`config.mk`:
```
export PLATFORM = sky130hd
export DESIGN_NAME = perf_counters
export DESIGN_NICKNAME = d
export VERILOG_FILES = /design/src/design/lsu_pkg.sv /design/src/design/perf_counters.sv
export VERILOG_INCLUDE_DIRS = /design/src /design/src/include
export SDC_FILE = /design/constraint.sdc
export NUM_CORES = 1
export LEC_CHECK = 0
export BUFFER_PORTS_ARGS = -buffer_cell sky130_fd_sc_hd__buf_4
export CORE_ASPECT_RATIO = 0.75
export CORE_MARGIN = 2
export CORE_UTILIZATION = 48
export CTS_CLUSTER_SIZE = 14
export DETAILED_ROUTE_END_ITERATION = 16
export PLACE_DENSITY = 0.86
export SETUP_SLACK_MARGIN = 0.1
export SLEW_MARGIN = 30
export SYNTH_ARGS = -nofsm -noshare
export SYNTH_HDL_FRONTEND = slang
export SYNTH_SLANG_ARGS = --single-unit
```
`constraint.sdc`:
```
create_clock -name clk -period 2.7 [get_ports clk]
set_input_delay 0.27 -clock clk [delete_from_list [all_inputs] [get_ports clk]]
set_output_delay 0.27 -clock clk [all_outputs]
set_load 0.05 [all_outputs]
```
`src/include/lsu_consts.svh`:
```
`ifndef LSU_CONSTS_SVH
`define LSU_CONSTS_SVH

// Datapath widths
`define LSU_DWIDTH        32
`define LSU_DMEM_AWIDTH   10

////////////////////////////////////////
// Address map
////////////////////////////////////////

// Top nibble that selects the data RAM
`define LSU_DMEM_REGION   4'h1
`define LSU_ADDR_CYCLE    32'h8000_0010
`define LSU_ADDR_INSTR    32'h8000_0014
`define LSU_ADDR_CTR_CLR  32'h8000_0018

// RISC-V load/store width codes
`define LSU_F3_B          3'd0
`define LSU_F3_H          3'd1
`define LSU_F3_W          3'd2
`define LSU_F3_BU         3'd4
`define LSU_F3_HU         3'd5

`endif

```
`src/design/lsu_pkg.sv`:
```
`default_nettype none
`include "lsu_consts.svh"

package lsu_pkg;

    // Legal targets only, errors are flagged separately
    typedef enum logic [1:0] {
        REGION_DMEM,
        REGION_CYCLE,
        REGION_INSTR,
        REGION_CTR_CLR
    } region_e;

    typedef struct packed {
        logic                   psel;
        logic                   penable;
        logic                   pwrite;
        logic [31:0]            paddr;
        logic [`LSU_DWIDTH-1:0] pwdata;
        logic [2:0]             funct3;
    } apb_req_t;

    typedef struct packed {
        logic                   pready;
        logic                   pslverr;
        logic [`LSU_DWIDTH-1:0] prdata;
    } apb_rsp_t;

    // Decoded request shared by the back end blocks
    typedef struct packed {
        logic                        setup;
        logic                        commit;
        logic                        access;
        logic                        err;
        region_e                     region;
        logic [`LSU_DMEM_AWIDTH-1:0] word_addr;
        logic [1:0]                  byte_off;
        logic [2:0]                  funct3;
        logic [`LSU_DWIDTH-1:0]      wdata;
    } mem_req_t;

endpackage

`default_nettype wire

```
`src/design/perf_counters.sv`:
```
`timescale 1ns/1ns
`default_nettype none
`include "lsu_consts.svh"

module perf_counters import lsu_pkg::*; (
    input  wire logic              clk,
    input  wire logic              reset,
    input  wire logic              retire,
    input  wire mem_req_t          mem_req,
    output logic [`LSU_DWIDTH-1:0] cycle_count,
    output logic [`LSU_DWIDTH-1:0] instr_count
);

    logic ctr_clr;

    // Store to the clear address, taken at the end of its access cycle
    assign ctr_clr = mem_req.commit && mem_req.region == REGION_CTR_CLR;

    ////////////////////////////////////////
    // Counters
    ////////////////////////////////////////

    // Clear beats a retire in the same cycle
    always_ff @(posedge clk) begin
        if (reset || ctr_clr) begin
            cycle_count <= '0;
            instr_count <= '0;
        end else begin
            cycle_count <= cycle_count + 1'b1;
            if (retire) begin
                instr_count <= instr_count + 1'b1;
            end
        end
    end

    // A clear must come from a setup that was decoded to the clear address
    clear_from_setup: assert property (
        @(posedge clk) disable iff (reset)
        ctr_clr |-> $past(mem_req.setup && mem_req.region == REGION_CTR_CLR)
    ) else $error("perf_counters: counter clear without matching setup");

endmodule

`default_nettype wire

```
==> out/metrics.csv <==
metric,value,unit
hpwl,5090,µm
required,2.96,ns
synth_top_family_by_area,simple AND/OR/NAND/NOR gates,
dr_total_vias,2935,
synth_mux_area_frac,0.0133,
fin_nets,480,
finalSetupViolCount,0,
r2r-start,cycle_count[4],
r2r.worst_path.cells,4,
yosys_warnings,0,
power_density,541,mW/mm²
power_leakage,0.00143,µW
hold_path_class,input port to flip-flop,
reg2reg_setup_slack,0.37,ns
synth_simple_gate_area_frac,0.304,
outcome,completed,
antenna_found_initial,0,
first_pass_iters,4,
hold_buffers,0,
die_w,95.3,µm
cp-end-kind,flip-flop,
power,2070,µW
fin_ws,0.370,ns
synth_fa_ha_area_frac,0.00834,
synth_area_leader_cell,dfxtp_1,
drt_iter0_drc,134,
min-delay-start,retire,
area_growth,27.6,%
cts_buffer_depth,2,
cts_root_buf,clkbuf_8,
synth_compound_area_frac,0.152,
grt_overflow,0,
post_cts_resized,0,
synthTopCellsByArea,"dfxtp_1, a21oi_1, or4_1, o31ai_1, xnor2_1",
dieArea,0.00691,mm²
worst_pin_slew,0.770,ns
syn_area_per_cell,8.43,µm²
grt_max_degree,33,
relSlewSlack,0.482,
die_y,72.5,µm
cts_buffers,9,
gp_congestion,0.808,
netlist_area,0.00300,mm²
final_cell_mix,"buf_4, dfxtp_1, a21oi_1, nor2_1, nand2_1",
arrival,2.59,ns
ioPinCount,120,
htreeDepth,3,
ys_types,32,
clock_latency,0.34,ns
port-buffer-count,69,
hold_viol,0,
maxCapViolations,0,
ant_nets,0,
synth_xor_area_frac,0.0584,
nFillCells,498,
start_kind,flip-flop,
drive_gt1_frac,0.225,
avgViaCountPerCell,5.81,
min_period,2.33,ns
netlist_instances,356,
yosysSeqAreaShare,0.427,
skew,0.00783,ns
wl,7170,µm
min_period_over_period,0.863,
r2r_end,cycle_count[21],
synth_nets,414,
grt_usage,0.213,
dp_slack,0.388,ns
cts_setup_buffers,0,
wl_per_cell,14.2,µm
layout_commonest_cell,buf_4,
crit_fanout,14,
cts_sinks,64,
num_rows,24,
core_area,0.00592,mm²
yosysTopAreaCellShare,0.427,
finalSetupTns,0,ns
cts.clk_slew.worst_paths,0.07,ns
grt_setup_unrepaired,false,
synth_seq_cells,64,
cts_tree,done,
grt_pass1_wl,11500,µm
drc,0,
start_util,0.507,
antenna_cells,0,
drv_slew,0,
fmax,0.429,GHz
first_global_vias,2502,
holdPathStages,3,
hold_end,instr_count[0],
path_class,flip-flop to flip-flop,
ir_worst_vdd,0.382,mV
sequential cells by signal (all words and copies together), names as in the netlist:
name and flops:
cycle_count 32, instr_count 32
how the worst max path moves through the flow:
stage / from / to / slack (ns) / cells past startpoint
floorplan: cycle_count[4] / cycle_count[29] / 0.35 / 5
global placement: cycle_count[4] / cycle_count[20] / 0.50 / 4
detailed placement: cycle_count[4] / cycle_count[20] / 0.39 / 4
CTS: cycle_count[4] / cycle_count[20] / 0.36 / 4
global route: cycle_count[4] / cycle_count[25] / 0.22 / 4
finish: cycle_count[4] / cycle_count[21] / 0.37 / 4
routing by layer:
| metal | vias to the layer above | routed length (µm) | GRT usage |
|---|---|---|---|
| met5 | - | 0 | 0 |
| met2 | 79 | 3340 | 0.334 |
| li1 | 1467 | - | - |
| met1 | 1380 | 3270 | 0.273 |
| met3 | 9 | 499 | 0.0893 |
| met4 | 0 | 57 | 0.0499 |
report_power, final:
| part | leakage [µW] | internal (µW) | switching, µW |
|---|---|---|---|
| combinational | 0.000785 | 26.6 | 55.7 |
| sequential | 0.000516 | 950 | 9.40 |
| clock | 0.000126 | 662 | 367 |
| total | 0.00143 | 1640 | 432 |
kinds of logic (layout without fill, tap and decap cells):
logic type / Yosys count / count (layout)
AO/OA/AOI/OAI: 76 / 76
XOR/XNOR: 20 / 20
adder cells (fa/ha/maj): 2 / 2
buffers and inverters: 27 / 98
flip-flops: 64 / 64
multiplexers: 4 / 4
AND/OR/NAND/NOR: 163 / 163
layout make-up:
| cell class | count | area [µm²] | share of cell area |
|---|---|---|---|
| clock buffers | 11 | 151 | 0.0396 |
| clock inverters | 5 | 103 | 0.0268 |
| inverters | 8 | 30.0 | 0.00785 |
| multi-input cells | 265 | 1610 | 0.420 |
| flip-flops and latches | 64 | 1280 | 0.335 |
| well taps | 78 | 97.6 | 0.0255 |
| repair buffers | 74 | 556 | 0.145 |
through the flow:
stage,cell area (µm²),utilization,hold slack (ns),instances
4_1_cts,3830,0.647,0.222,505
2_1_floorplan,3000,-,0.418,356
6_report,3830,0.647,0.234,505
5_1_grt,3830,0.647,0.225,505
3_3_place_gp,3570,0.604,0.462,489
3_5_place_dp,3570,0.604,0.466,489
synth_stat cells:
| library cell | instances |
|---|---|
| dfxtp_1 | 64 |
| a21oi_1 | 33 |
| nand2_1 | 28 |
| nor2_1 | 28 |
| or4_1 | 22 |
| nand3_1 | 19 |
| o31ai_1 | 19 |
| clkbuf_1 | 15 |
| nand4_1 | 15 |
| o21ai_0 | 15 |
| xnor2_1 | 13 |
| or3_1 | 12 |
| inv_1 | 8 |
| and2_1 | 7 |
| and3_1 | 7 |
| and4_1 | 7 |
| xor2_1 | 7 |
| nor3_1 | 5 |
| nor4_1 | 5 |
| a31oi_1 | 4 |
| mux2i_1 | 4 |
| a41o_1 | 3 |
| nand2b_1 | 3 |
| buf_1 | 2 |
| ha_1 | 2 |
| nand4_2 | 2 |
| or3_2 | 2 |
| a31o_2 | 1 |
| and4_2 | 1 |
| buf_2 | 1 |
| buf_6 | 1 |
| o311ai_0 | 1 |
worst max-delay path, stage by stage (launching register included):
cell and delay (ns):
dfxtp_1 0.41, nand3_1 0.30, or4_1 0.80, or4_1 0.58
a21oi_1 0.15
Note: power is estimated with default switching activity, not from simulation.
