$ cat src/include/lsu_consts.svh
`ifndef LSU_CONSTS_SVH
`define LSU_CONSTS_SVH

// Datapath widths
`define LSU_DWIDTH        32
`define LSU_DMEM_AWIDTH   10

////////////////////////////////////////
// Address map
////////////////////////////////////////

// Top nibble that selects the data RAM
`define LSU_DMEM_REGION   4'h1
`define LSU_ADDR_CYCLE    32'h8000_0010
`define LSU_ADDR_INSTR    32'h8000_0014
`define LSU_ADDR_CTR_CLR  32'h8000_0018

// RISC-V load/store width codes
`define LSU_F3_B          3'd0
`define LSU_F3_H          3'd1
`define LSU_F3_W          3'd2
`define LSU_F3_BU         3'd4
`define LSU_F3_HU         3'd5

`endif

$ cat src/design/lsu_pkg.sv
`default_nettype none
`include "lsu_consts.svh"

package lsu_pkg;

    // Legal targets only, errors are flagged separately
    typedef enum logic [1:0] {
        REGION_DMEM,
        REGION_CYCLE,
        REGION_INSTR,
        REGION_CTR_CLR
    } region_e;

    typedef struct packed {
        logic                   psel;
        logic                   penable;
        logic                   pwrite;
        logic [31:0]            paddr;
        logic [`LSU_DWIDTH-1:0] pwdata;
        logic [2:0]             funct3;
    } apb_req_t;

    typedef struct packed {
        logic                   pready;
        logic                   pslverr;
        logic [`LSU_DWIDTH-1:0] prdata;
    } apb_rsp_t;

    // Decoded request shared by the back end blocks
    typedef struct packed {
        logic                        setup;
        logic                        commit;
        logic                        access;
        logic                        err;
        region_e                     region;
        logic [`LSU_DMEM_AWIDTH-1:0] word_addr;
        logic [1:0]                  byte_off;
        logic [2:0]                  funct3;
        logic [`LSU_DWIDTH-1:0]      wdata;
    } mem_req_t;

endpackage

`default_nettype wire

$ cat src/design/load_return.sv
`timescale 1ns/1ns
`default_nettype none
`include "lsu_consts.svh"

module load_return import lsu_pkg::*; (
    input  wire mem_req_t               mem_req,
    input  wire logic [`LSU_DWIDTH-1:0] ram_rdata,
    input  wire logic [`LSU_DWIDTH-1:0] cycle_count,
    input  wire logic [`LSU_DWIDTH-1:0] instr_count,
    output apb_rsp_t                    rsp
);

    logic [`LSU_DWIDTH-1:0] src_word;
    logic [`LSU_DWIDTH-1:0] shifted;
    logic [`LSU_DWIDTH-1:0] load_data;
    logic                   read_ok;

    ////////////////////////////////////////
    // Source select and extraction
    ////////////////////////////////////////

    always_comb begin
        case (mem_req.region)
            REGION_DMEM:  src_word = ram_rdata;
            REGION_CYCLE: src_word = cycle_count;
            REGION_INSTR: src_word = instr_count;
            default:      src_word = '0;
        endcase
    end

    // Addressed byte or halfword down to bit 0
    assign shifted = src_word >> {mem_req.byte_off, 3'b000};

    always_comb begin
        case (mem_req.funct3)
            `LSU_F3_B:  load_data = {{(`LSU_DWIDTH-8){shifted[7]}}, shifted[7:0]};
            `LSU_F3_H:  load_data = {{(`LSU_DWIDTH-16){shifted[15]}}, shifted[15:0]};
            `LSU_F3_BU: load_data = {{(`LSU_DWIDTH-8){1'b0}}, shifted[7:0]};
            `LSU_F3_HU: load_data = {{(`LSU_DWIDTH-16){1'b0}}, shifted[15:0]};
            default:    load_data = shifted;
        endcase
    end

    ////////////////////////////////////////
    // APB response
    ////////////////////////////////////////

    // Legal access that is not a write commit is a read
    assign read_ok = mem_req.access && !mem_req.err && !mem_req.commit;

    always_comb begin
        rsp.pready  = mem_req.access;
        rsp.pslverr = mem_req.access && mem_req.err;
        rsp.prdata  = read_ok ? load_data : '0;
    end

endmodule

`default_nettype wire

$ cat config.mk
export PLATFORM = sky130hd
export DESIGN_NAME = load_return
export DESIGN_NICKNAME = d
export VERILOG_FILES = /design/src/design/lsu_pkg.sv /design/src/design/load_return.sv
export VERILOG_INCLUDE_DIRS = /design/src /design/src/include
export SDC_FILE = /design/constraint.sdc
export NUM_CORES = 1
export LEC_CHECK = 0
export BUFFER_PORTS_ARGS = -buffer_cell sky130_fd_sc_hd__clkbuf_2
export CAP_MARGIN = 20
export CORE_MARGIN = 2
export CORE_UTILIZATION = 30
export DETAILED_ROUTE_END_ITERATION = 12
export GPL_TIMING_DRIVEN = 0
export PLACE_DENSITY = 0.77
export SLEW_MARGIN = 40
export SYNTH_ARGS = -nofsm -noshare
export SYNTH_HDL_FRONTEND = slang
export SYNTH_SLANG_ARGS = --single-unit
$ cat constraint.sdc
create_clock -name vclk -period 7.15
set_input_delay 1.43 -clock vclk [all_inputs]
set_output_delay 1.43 -clock vclk [all_outputs]
set_load 0.005 [all_outputs]
==> results by group <==
Timing
  • Final Setup Violations: 0
  • Max Slew Vio Count: 0
  • Slew margin rel.: 0.4661
  • Final hold vios: 0
  • Final Cycle Share: 0.7192
  • RSZ-0062 raised after global routing: false
  • Worst-Margin Slew: 795.5 ps
  • Maximum clock rate: 194.5 MHz
  • Crit path time final: 5143 ps
  • Setup_tns: 0 ps

Power and ir drop
  • Seq pwr share: 0
  • Clk network pwr share: 0
  • Int Pwr: 64.90 uW
  • Sw Pwr: 70.60 uW
  • Sw frac: 0.5210
  • VDD IR-drop max: 0.02437 mV
  • Power share of the combinational group: 1.000
  • PwrDens: 55.74 mW/mm^2
  • Leak Pwr: 0.001184 uW

Clocking
  • Postcts setup bufs: 0
  • Hold Buf Count CTS: 0
  • Post_cts resized: 0

Synth
  • Synth unique cells: 43
  • Post-Syn Nets: 389
  • Syn Std Cell Area: 0.001643 mm^2
  • Synth Area per Inst: 6.845 um^2
  • Syn Inst Count: 240
  • Syn. warnings: 0
  • Sequential-to-total area share from yosys stat: 0

Place
  • HPWL Detailed: 6117 um
  • Placer Congestion: 0.9207
  • IO Port Bufs: 139

Detailed routing
  • Antenna Nets Post-Route: 0
  • Iter 0 DRT Violations: 194
  • Final WL: 7429 um
  • Vias: 2523
  • Wire per inst: 16.55 um
  • Pre-antenna DRT Iters: 4
  • Via/cell ratio: 5.619
  • # DRC: 0

Setup path
  • CP max FO: 10
  • CP Capture Type: primary output
  • Critical Path Slowest Stage Cell: o21ai_1
  • Arrival time worst endpoint: 3710 ps
  • Critical path's most frequent cell: clkbuf_2
  • Required @ worst endpoint: 5720 ps
  • CP max stage delay: 700 ps
  • Critical path start-end classification: input pin to primary output
  • Crit path buffers/inverters: 5
  • Startpoint Class: input pin
  • Worst-path cell chain: clkbuf_2 -> buf_6 -> clkbuf_1 -> clkinv_1 -> o21ai_1 -> o22ai_1 -> mux2i_1 -> nor2_1 -> clkbuf_2
  • CP delay by family, top: buffers and inverters

Floorplan
  • # IOs: 183
  • Chip height: 78 um
  • Core box area: 0.005205 mm^2
  • DIE AREA: 0.006084 mm^2
  • Initial Util: 0.3156
  • Floorplan row count: 26
  • Chip width: 78 um

Flow run
  • MaxCap Viol Count: 0

Finish
  • CLK BUF: 0
  • FFs & Latches: 0
  • Share of cells above drive strength 1: 0.4591
  • Area Overhead vs Synth: 47.98%
  • Final-stage net count: 530
  • Register area: 0 um^2
  • Fin util: 0.4671
  • Ant diodes: 0

GRT
  • First-pass GRT wire length: 11800 um
  • Total Routing Usage GR: 0.2340
  • GRT Residual Overflow: 0
  • Largest net degree at the start of global routing: 11
  • Vias in the first global route: 2387
  • Antenna violations before repair: 0

Outcome
  • Status: completed

Worst hold path
  • Hold Path Stages: 3
  • Worst min-delay path category: input pin to primary output
  • Hold Startpoint: mem_req[49]
  • Hold Path End: rsp[32]
power by group through the flow:
stage,Clock [uW],Combinational [uW],Sequential (uW)
after CTS,0,134,0
after global placement,0,131,0
after floorplan,0,79.2,0
after global routing,0,148,0
final,0,136,0
after detailed placement,0,133,0
through the flow:
step                std cells  hold WS, ps  instance area, um^2  setup WS [ps]  power (uW)
detailed placement        449         3170                 2431           2095       133.1
floorplan                 240         2941                 1643           2744       79.18
CTS                       449         3170                 2431           2082       133.9
global route              449         3188                 2431           1891       147.9
global placement          449         3156                 2426           2170       130.9
finish                    449         3164                 2431           2007       135.5
final cells by class:
cell class                      instances  area [um^2]
Inverter                                5        18.77
Buffer                                 24        115.1
Multi-Input combinational cell        211         1514
Tap cell                               70        87.58
Fill cell                             580         2774
Timing Repair Buffer                  139        695.7
Yosys cell counts, types with 5 or more instances:
| cell type | instances | area share |
|---|---|---|
| o21ai_1 | 7 | 0.021 |
| nor3_1 | 6 | 0.018 |
| a21oi_1 | 23 | 0.070 |
| nor2b_1 | 6 | 0.023 |
| o21ai_0 | 17 | 0.052 |
| clkbuf_1 | 14 | 0.032 |
| nor2_1 | 15 | 0.034 |
| and3b_1 | 9 | 0.048 |
| mux2_2 | 20 | 0.14 |
| a211oi_1 | 5 | 0.023 |
| nand2_1 | 16 | 0.037 |
| a22oi_1 | 5 | 0.023 |
| mux2i_1 | 18 | 0.11 |
| o22ai_1 | 16 | 0.061 |
| nand2b_1 | 6 | 0.023 |
cells in the final DEF (no fill, tap or decap), types with 5 or more instances in the layout:
master,n
clkbuf_2,139
a21oi_1,23
mux2_2,20
mux2i_1,18
o21ai_0,17
nand2_1,16
o22ai_1,16
nor2_1,15
clkbuf_1,14
and3b_1,9
o21ai_1,7
nand2b_1,6
nor2b_1,6
nor3_1,5
a211oi_1,5
a22oi_1,5
metal layers:
metal  up-vias  global-route usage  wire, um
met5         -                   0         0
met4         0             0.01228        42
met3         6             0.03023       660
met2       132              0.4371      3716
met1      1178              0.2981      3010
li1       1207                   -         -
how the worst max path moves through the flow:
stage,startpoint,endpoint,depth (start not counted)
floorplan,mem_req[47],rsp[24],7
global placement,mem_req[47],rsp[3],9
detailed placement,mem_req[47],rsp[2],9
CTS,mem_req[47],rsp[2],9
global route,mem_req[47],rsp[2],9
finish,mem_req[47],rsp[2],9
logic make-up (layout without fill, tap and decap cells):
kind of cell / Yosys count / in the layout / share of synthesized area
AO/OA/AOI/OAI: 95 / 95 / 0.3618
buffers and inverters: 29 / 168 / 0.08149
multiplexers: 40 / 40 / 0.2742
AND/OR/NAND/NOR: 76 / 76 / 0.2826
(Power assumes the default switching activity.)
