### config.mk
export PLATFORM = sky130hd
export DESIGN_NAME = apb_front
export DESIGN_NICKNAME = d
export VERILOG_FILES = /design/src/design/lsu_pkg.sv /design/src/design/apb_front.sv
export VERILOG_INCLUDE_DIRS = /design/src /design/src/include
export SDC_FILE = /design/constraint.sdc
export NUM_CORES = 1
export LEC_CHECK = 0
export ABC_AREA = 1
export BUFFER_PORTS_ARGS = -buffer_cell sky130_fd_sc_hd__buf_2
export CAP_MARGIN = 20
export CELL_PAD_IN_SITES_DETAIL_PLACEMENT = 2
export CELL_PAD_IN_SITES_GLOBAL_PLACEMENT = 2
export CORE_UTILIZATION = 11
export CTS_CLUSTER_DIAMETER = 60
export DETAILED_ROUTE_END_ITERATION = 7
export GPL_ROUTABILITY_DRIVEN = 0
export GPL_TIMING_DRIVEN = 0
export PLACE_DENSITY_LB_ADDON = 0.12
export SETUP_SLACK_MARGIN = 0.3
export SYNTH_ARGS = -nofsm -noshare
export SYNTH_HDL_FRONTEND = slang
export SYNTH_SLANG_ARGS = --single-unit
### constraint.sdc
create_clock -name clk -period 4.7 [get_ports clk]
set_input_delay 0.705 -clock clk [delete_from_list [all_inputs] [get_ports clk]]
set_output_delay 0.705 -clock clk [all_outputs]
set_load 0.02 [all_outputs]
### src/include/lsu_consts.svh
`ifndef LSU_CONSTS_SVH
`define LSU_CONSTS_SVH

// Datapath widths
`define LSU_DWIDTH        32
`define LSU_DMEM_AWIDTH   10

////////////////////////////////////////
// Address map
////////////////////////////////////////

// Top nibble that selects the data RAM
`define LSU_DMEM_REGION   4'h1
`define LSU_ADDR_CYCLE    32'h8000_0010
`define LSU_ADDR_INSTR    32'h8000_0014
`define LSU_ADDR_CTR_CLR  32'h8000_0018

// RISC-V load/store width codes
`define LSU_F3_B          3'd0
`define LSU_F3_H          3'd1
`define LSU_F3_W          3'd2
`define LSU_F3_BU         3'd4
`define LSU_F3_HU         3'd5

`endif

### src/design/lsu_pkg.sv
`default_nettype none
`include "lsu_consts.svh"

package lsu_pkg;

    // Legal targets only, errors are flagged separately
    typedef enum logic [1:0] {
        REGION_DMEM,
        REGION_CYCLE,
        REGION_INSTR,
        REGION_CTR_CLR
    } region_e;

    typedef struct packed {
        logic                   psel;
        logic                   penable;
        logic                   pwrite;
        logic [31:0]            paddr;
        logic [`LSU_DWIDTH-1:0] pwdata;
        logic [2:0]             funct3;
    } apb_req_t;

    typedef struct packed {
        logic                   pready;
        logic                   pslverr;
        logic [`LSU_DWIDTH-1:0] prdata;
    } apb_rsp_t;

    // Decoded request shared by the back end blocks
    typedef struct packed {
        logic                        setup;
        logic                        commit;
        logic                        access;
        logic                        err;
        region_e                     region;
        logic [`LSU_DMEM_AWIDTH-1:0] word_addr;
        logic [1:0]                  byte_off;
        logic [2:0]                  funct3;
        logic [`LSU_DWIDTH-1:0]      wdata;
    } mem_req_t;

endpackage

`default_nettype wire

### src/design/apb_front.sv
`timescale 1ns/1ns
`default_nettype none
`include "lsu_consts.svh"

module apb_front import lsu_pkg::*; (
    input  wire logic     clk,
    input  wire logic     reset,
    input  wire apb_req_t req,
    output mem_req_t      mem_req
);

    logic    setup_phase;
    logic    access_phase;
    logic    setup_seen;
    logic    orphan;
    logic    unmapped;
    logic    misaligned;
    logic    bad_dir;
    logic    decode_err;
    region_e region;

    assign setup_phase  = req.psel && !req.penable;
    assign access_phase = req.psel && req.penable;

    // Remembers that the previous cycle was a setup phase
    always_ff @(posedge clk) begin
        if (reset) begin
            setup_seen <= 1'b0;
        end else begin
            setup_seen <= setup_phase;
        end
    end

    assign orphan = access_phase && !setup_seen;

    ////////////////////////////////////////
    // Address decode
    ////////////////////////////////////////

    always_comb begin
        unmapped = 1'b0;
        region   = REGION_DMEM;
        if (req.paddr[31:28] == `LSU_DMEM_REGION &&
            req.paddr[27:`LSU_DMEM_AWIDTH+2] == '0) begin
            region = REGION_DMEM;
        end else if (req.paddr == `LSU_ADDR_CYCLE) begin
            region = REGION_CYCLE;
        end else if (req.paddr == `LSU_ADDR_INSTR) begin
            region = REGION_INSTR;
        end else if (req.paddr == `LSU_ADDR_CTR_CLR) begin
            region = REGION_CTR_CLR;
        end else begin
            unmapped = 1'b1;
        end
    end

    // Halfwords on 2, words on 4; unknown codes are sized as words
    always_comb begin
        case (req.funct3)
            `LSU_F3_B, `LSU_F3_BU: misaligned = 1'b0;
            `LSU_F3_H, `LSU_F3_HU: misaligned = req.paddr[0];
            default:               misaligned = |req.paddr[1:0];
        endcase
    end

    // Counters are read only and the clear address is write only
    assign bad_dir = (req.pwrite && (region == REGION_CYCLE || region == REGION_INSTR)) ||
                     (!req.pwrite && region == REGION_CTR_CLR);

    assign decode_err = unmapped || misaligned || bad_dir;

    ////////////////////////////////////////
    // Internal request
    ////////////////////////////////////////

    always_comb begin
        mem_req.setup     = setup_phase && !decode_err;
        mem_req.access    = access_phase;
        mem_req.err       = decode_err || orphan;
        mem_req.commit    = access_phase && req.pwrite && !decode_err && !orphan;
        mem_req.region    = region;
        mem_req.word_addr = req.paddr[`LSU_DMEM_AWIDTH+1:2];
        mem_req.byte_off  = req.paddr[1:0];
        mem_req.funct3    = req.funct3;
        mem_req.wdata     = req.pwdata;
    end

    // Requester must move straight from setup into access
    setup_to_access: assert property (
        @(posedge clk) disable iff (reset)
        setup_phase |=> req.psel && req.penable
    ) else $error("apb_front: setup phase not followed by access phase");

endmodule

`default_nettype wire

==> results.py, run 1 <==
metrics = {
    "placement": {
        "io_buffers": 91,
        "place_ws_ps": 1580,
        "dp_hpwl_mm": 2.48,
        "dp_cells": 299,
        "placed_area_um2": 1320,
    },
    "routing": {
        "wirelength_mm": 2.55,
        "drtIter0Drc": 3,
        "first_pass_iters": 2,
        "vias_per_cell": 3.47,
        "via_count": 1037,
        "wire_per_inst_um": 8.53,
        "antenna_left": 0,
        "drc_errors": 0,
    },
    "worst_setup_path": {
        "crit_start": "req[50]",
        "cp-start-kind": "input port",
        "arrival_ps": 2380,
        "critPathKind": "in2out",
        "endpoint_kind": "primary output",
        "worstPathMaxFanout": 3,
        "crit_required_ps": 3990,
    },
    "floorplanning": {
        "fp.coreArea_um2": 6530,
        "die_w_um": 85.3,
        "num_io_pins": 125,
        "rows": 29,
        "start_util": 0.117,
        "chipHeight_um": 85.3,
        "dieArea_um2": 7280,
    },
    "global_route": {
        "grt_max_degree": 5,
        "track_usage": 0.0638,
        "grt_first_pass_wirelength_mm": 4.13,
        "overflow": 0,
        "antenna_found_initial": 0,
        "first_global_vias": 1046,
    },
    "sta": {
        "max_freq_mhz": 324,
        "finalHoldViolCount": 0,
        "hold-worst-slack_ps": 880,
        "min_period_over_period": 0.657,
        "slew_violations": 0,
        "rsz0062_at_grt": "false",
        "worst_pin_slew_ps": 236,
        "worst_slack_ps": 1610,
        "setup-violations-final": 0,
        "max_slew_margin": 0.842,
        "tns_ps": 0,
        "fin_crit_ps": 3090,
    },
    "power_and_ir_drop": {
        "intPower_mw": 0.0646,
        "leakagePower_nw": 0.825,
        "ir_drop_uv": 24.3,
        "p_sw_mw": 0.0554,
        "report.power.total_mw": 0.120,
        "power_density_nw_per_um2": 91.2,
        "clock_power_share": 0,
        "pwr-share-comb": 0.924,
        "switching_share": 0.462,
        "seq_power_share": 0.076,
    },
    "job": {
        "cap_viol_max_count": 0,
    },
    "synthesis": {
        "synth_fp_nets": 204,
        "ys_top_cells_by_area": "buf_4, nor2_1, inv_1, nand2_1, nor2_2",
        "netlist_area_um2": 763,
        "synthCells": 131,
        "synthArstFlopShare": 0,
        "synth_cell_types": 19,
        "synth_top_area_frac": 0.472,
        "seq_area_frac_synth": 0.0262,
        "syn-mean-instance-area_um2": 5.83,
        "synth_edf_count": 0,
        "synth_top_area_cell": "buf_4",
        "synthTopCellsByCount": "buf_4, nor2_1, inv_1, nand2_1, nor2_2",
        "synth_ff_type": "dfxtp_1",
        "ys_warn_count": 0,
        "ys_seq_elements": 1,
        "yosys.cell_count.top_type": "buf_4",
    },
    "cells_and_area": {
        "drive_gt1_frac": 0.698,
        "fin_util": 0.201,
        "final_cell_count_no_fill": 299,
        "largest_reg_flops": 1,
        "layout.nets": 297,
        "regMostFlops": "setup_seen",
        "area_growth_pct": 72.3,
        "nFillCells": 846,
        "reg_top3": "setup_seen: 1 flops",
        "antenna_cells": 0,
        "design_area_um2": 1320,
    },
    "cts": {
        "cts_hold_buf": 0,
        "cts.clk_slew.worst_paths_ps": 0,
        "cts_setup_buffers": 0,
        "post_cts_resized": 0,
    },
    "outcome": {
        "status": "finished, final reports clean",
    },
    "min_path": {
        "holdCritPathClass": "in2reg",
        "hold_depth": 2,
        "min-delay-start": "reset",
    },
}
==> critical path, cell delays in order <==
cell and delay [ps]:
buf_2 100, nor2_1 100, nand2_1 120, nor2_4 160, nand4_1 100, a21oi_1 230
ha_1 270, nor2_1 110, o22a_2 160, nand3_2 80, nor2_2 70, buf_2 160
==> area by class of cell <==
cell class	instances	area, um2	share of cell area
tap	77	96.3	0.0733
multi-input combinational	64	315	0.240
inverter	18	67.6	0.0514
sequential	1	20.0	0.0152
buffer	48	360	0.274
timing repair buffer	91	455	0.346
==> logic make-up after synthesis <==
logic type / after synthesis / share of synthesized area
fa+ha+maj: 1 / 0.0164
compound gates: 4 / 0.0377
flops: 1 / 0.0262
buf+inv: 66 / 0.561
simple gates: 59 / 0.359
==> cells in the final DEF (no fill, tap or decap), types with 2 or more instances in the layout <==
| cell | count |
|---|---|
| a21oi_1 | 2 |
| buf_2 | 91 |
| buf_4 | 48 |
| nor2_2 | 5 |
| nand2_2 | 4 |
| nand2_1 | 17 |
| inv_1 | 17 |
| nand3_2 | 2 |
| nor2_1 | 25 |
==> power groups by stage <==
stage                     logic [mW]  registers (mW)  clock network (mW)
after CTS                      0.113         0.00909                   0
after global routing           0.121         0.00909                   0
after detailed placement       0.113         0.00909                   0
after floorplan               0.0718         0.00904                   0
final                          0.111         0.00907                   0
after global placement         0.111         0.00909                   0
==> final timing paths <==
path,slack (ps),to
worst max-delay path,1610,mem_req[51]
worst min-delay path,880,setup_seen
==> metal layers <==
| layer | GRT usage | vias up | part of all wire |
|---|---|---|---|
| li1 | - | 522 | - |
| met1 | 0.0853 | 433 | 0.43 |
| met2 | 0.117 | 82 | 0.46 |
| met3 | 0.00778 | 0 | 0.12 |
| met4 | 0 | 0 | 0 |
| met5 | 0 | - | 0 |
No activity file was read; power rests on OpenSTA's default activity.
==> run 2: changes to the inputs <==
--- a/config.mk
+++ b/config.mk
@@ -6,12 +6,12 @@
 export SDC_FILE = /design/constraint.sdc
 export NUM_CORES = 1
 export LEC_CHECK = 0
-export ABC_AREA = 1
+export ABC_AREA = 0
 export BUFFER_PORTS_ARGS = -buffer_cell sky130_fd_sc_hd__buf_2
 export CAP_MARGIN = 20
 export CELL_PAD_IN_SITES_DETAIL_PLACEMENT = 2
 export CELL_PAD_IN_SITES_GLOBAL_PLACEMENT = 2
-export CORE_UTILIZATION = 11
+export CORE_UTILIZATION = 10
 export CTS_CLUSTER_DIAMETER = 60
 export DETAILED_ROUTE_END_ITERATION = 7
 export GPL_ROUTABILITY_DRIVEN = 0
==> constraint.sdc (replaced) <==
create_clock -name clk -period 3 [get_ports clk]
set_input_delay 0.45 -clock clk [delete_from_list [all_inputs] [get_ports clk]]
set_output_delay 0.45 -clock clk [all_outputs]
set_load 0.02 [all_outputs]
==> run 2 against run 1 <==
  * The flow now finishes with violations (setup timing)
  * Routed wire length increased by 4.1%
  * Power up 67%
  * Core utilization up 3.3 points
  * Area after synthesis fell by 16%
  * Sequential share of layout area fell by 0.11 points
  * Sequential power is 59% higher
  * Global-route usage is 0.42 points higher
  * Largest cell class unchanged
==> results.py, run 2 <==
metrics = {
    "cells_and_area": {
        "antenna_cells": 0,
        "layout.nets": 256,
        "multiInputGateArea_um2": 349,
        "largest_reg_flops": 1,
        "regMostFlops": "setup_seen",
        "layout_commonest_cell": "buf_2",
        "drive_gt1_frac": 0.912,
        "seq_area_um2": 20.0,
        "reg_top3": "setup_seen: 1 flops",
        "area_growth_pct": 121,
        "mostFrequentLayoutCells": "buf_2, buf_4, buf_6",
        "nFillCells": 734,
    },
    "worst_setup_path": {
        "arrival_ps": 2610,
        "cp-start-kind": "input port",
        "worstPathMaxFanout": 2,
        "crit_start": "req[63]",
        "crit_required_ps": 2550,
        "endpoint_kind": "primary output",
        "critPathKind": "in2out",
        "endpoint": "mem_req[49]",
    },
    "sta": {
        "fin_crit_ps": 3060,
        "max_slew_margin": 0.826,
        "max_freq_mhz": 327,
        "worst_slack_ps": -55.1,
        "tns_ps": -55.1,
        "min_period_over_period": 1.02,
        "finalHoldViolCount": 0,
        "worst_pin_slew_ps": 260,
        "setup-violations-final": 1,
        "slew_violations": 0,
        "rsz0062_at_grt": "true",
        "hold-worst-slack_ps": 618,
    },
    "routing": {
        "antenna_left": 0,
        "drtIter0Drc": 6,
        "via_count": 916,
        "wirelength_mm": 2.65,
        "drc_errors": 0,
        "wire_per_inst_um": 10.4,
        "vias_per_cell": 3.58,
        "first_pass_iters": 2,
    },
    "synthesis": {
        "synth_top_area_cell": "buf_4",
        "synth_top_area_frac": 0.563,
        "ys_warn_count": 0,
        "synth_cell_types": 21,
        "netlist_area_um2": 641,
        "ys_seq_elements": 1,
        "synthCells": 80,
        "synth_fp_nets": 153,
        "yosys.cell_count.top_type": "buf_4",
        "ys_top_cells_by_area": "buf_4, nor4_1, nor4b_4, nor4_4, dfxtp_1",
        "synthArstFlopShare": 0,
        "synthTopCellsByCount": "buf_4, nor4_1, nand2_1",
        "synth_ff_type": "dfxtp_1",
        "syn-mean-instance-area_um2": 8.01,
        "synth_edf_count": 0,
        "seq_area_frac_synth": 0.0313,
    },
    "power_and_ir_drop": {
        "clock_power_share": 0,
        "power_density_nw_per_um2": 142,
        "ir_drop_uv": 38.0,
        "intPower_mw": 0.111,
        "switching_share": 0.448,
        "leakagePower_nw": 0.761,
        "pwr-share-comb": 0.928,
        "p_sw_mw": 0.0899,
        "seq_power_share": 0.072,
    },
    "placement": {
        "io_buffers": 91,
        "place_ws_ps": -318,
        "dp_hpwl_mm": 2.39,
    },
    "outcome": {
        "status": "finished, violations left",
        "violations": "setup timing",
    },
    "global_route": {
        "antenna_found_initial": 0,
        "overflow": 0,
        "track_usage": 0.0680,
        "grt_max_degree": 5,
        "grt_first_pass_wirelength_mm": 3.69,
        "first_global_vias": 844,
    },
    "floorplanning": {
        "dieArea_um2": 6730,
        "start_util": 0.106,
        "num_io_pins": 125,
        "die_w_um": 82.0,
        "rows": 28,
        "fp.coreArea_um2": 6060,
        "chipHeight_um": 82.0,
    },
    "cts": {
        "cts_hold_buf": 0,
        "cts.clk_slew.worst_paths_ps": 0,
    },
    "min_path": {
        "holdCritPathClass": "in2reg",
    },
    "job": {
        "cap_viol_max_count": 0,
    },
}
-- run 2: cells by family after synthesis --
| group | count (synthesis) | synth area share |
|---|---|---|
| buffers and inverters | 49 | 0.568 |
| and+or+nand+nor | 24 | 0.311 |
| AOI/OAI and AO/OA | 3 | 0.0410 |
| xor gates and xnor gates | 1 | 0.0137 |
| adders and majority gates | 1 | 0.0195 |
| DFF | 1 | 0.0313 |
| muxes | 1 | 0.0156 |
-- run 2: power by group through the flow --
stage / logic (mW) / registers, mW / clock network, mW
floorplan: 0.108 / 0.0143 / 0
global placement: 0.173 / 0.0144 / 0
detailed placement: 0.174 / 0.0144 / 0
CTS: 0.185 / 0.0144 / 0
global route: 0.201 / 0.0144 / 0
finish: 0.186 / 0.0144 / 0
-- run 2: worst max-delay path, cell delays in order --
cell     delay (ps)
buf_8            90
or4b_4          570
nor4_4          320
ha_1            300
mux2i_2         190
o21ai_1         100
or4_4           430
buf_6           150
-- run 2: worst min-delay path by stage --
stage | cells past startpoint | start | end | slack (ps)
detailed placement | 2 | reset | setup_seen | 620
finish | 2 | reset | setup_seen | 620
global route | 2 | reset | setup_seen | 650
floorplan | 1 | req[68] | setup_seen | 530
global placement | 2 | reset | setup_seen | 610
CTS | 2 | reset | setup_seen | 620
-- run 2: layout make-up --
cell class / count / share of cell area
plain buffers: 48 / 0.254
inverters: 1 / 0.00265
multi-input cells: 30 / 0.246
flip-flops and latches: 1 / 0.0141
well taps: 75 / 0.0662
repair buffers: 101 / 0.417
-- run 2: repair_timing --
action | in CTS | in global routing
pin swaps | 7 | 4
gates resized for setup | 18 | 6
endpoints found under the setup margin | 3 | 3
buffers inserted | 9 | 1
-- run 2: stage by stage --
stage	power [mW]	utilization	cell area (um2)	cells
2_1_floorplan	0.122	-	696	80
3_3_place_gp	0.187	0.205	1240	246
3_5_place_dp	0.189	0.205	1240	246
4_1_cts	0.200	0.229	1390	255
5_1_grt	0.215	0.234	1420	256
6_report	0.201	0.234	1420	256
-- run 2: metal layers --
metal | up-vias | wire length (um) | share of wire | GRT usage
li1 | 436 | - | - | -
met1 | 403 | 823 | 0.31 | 0.0689
met2 | 77 | 1480 | 0.56 | 0.150
met3 | 0 | 349 | 0.13 | 0.00889
met4 | 0 | 0 | 0 | 0
met5 | - | 0 | 0 | 0
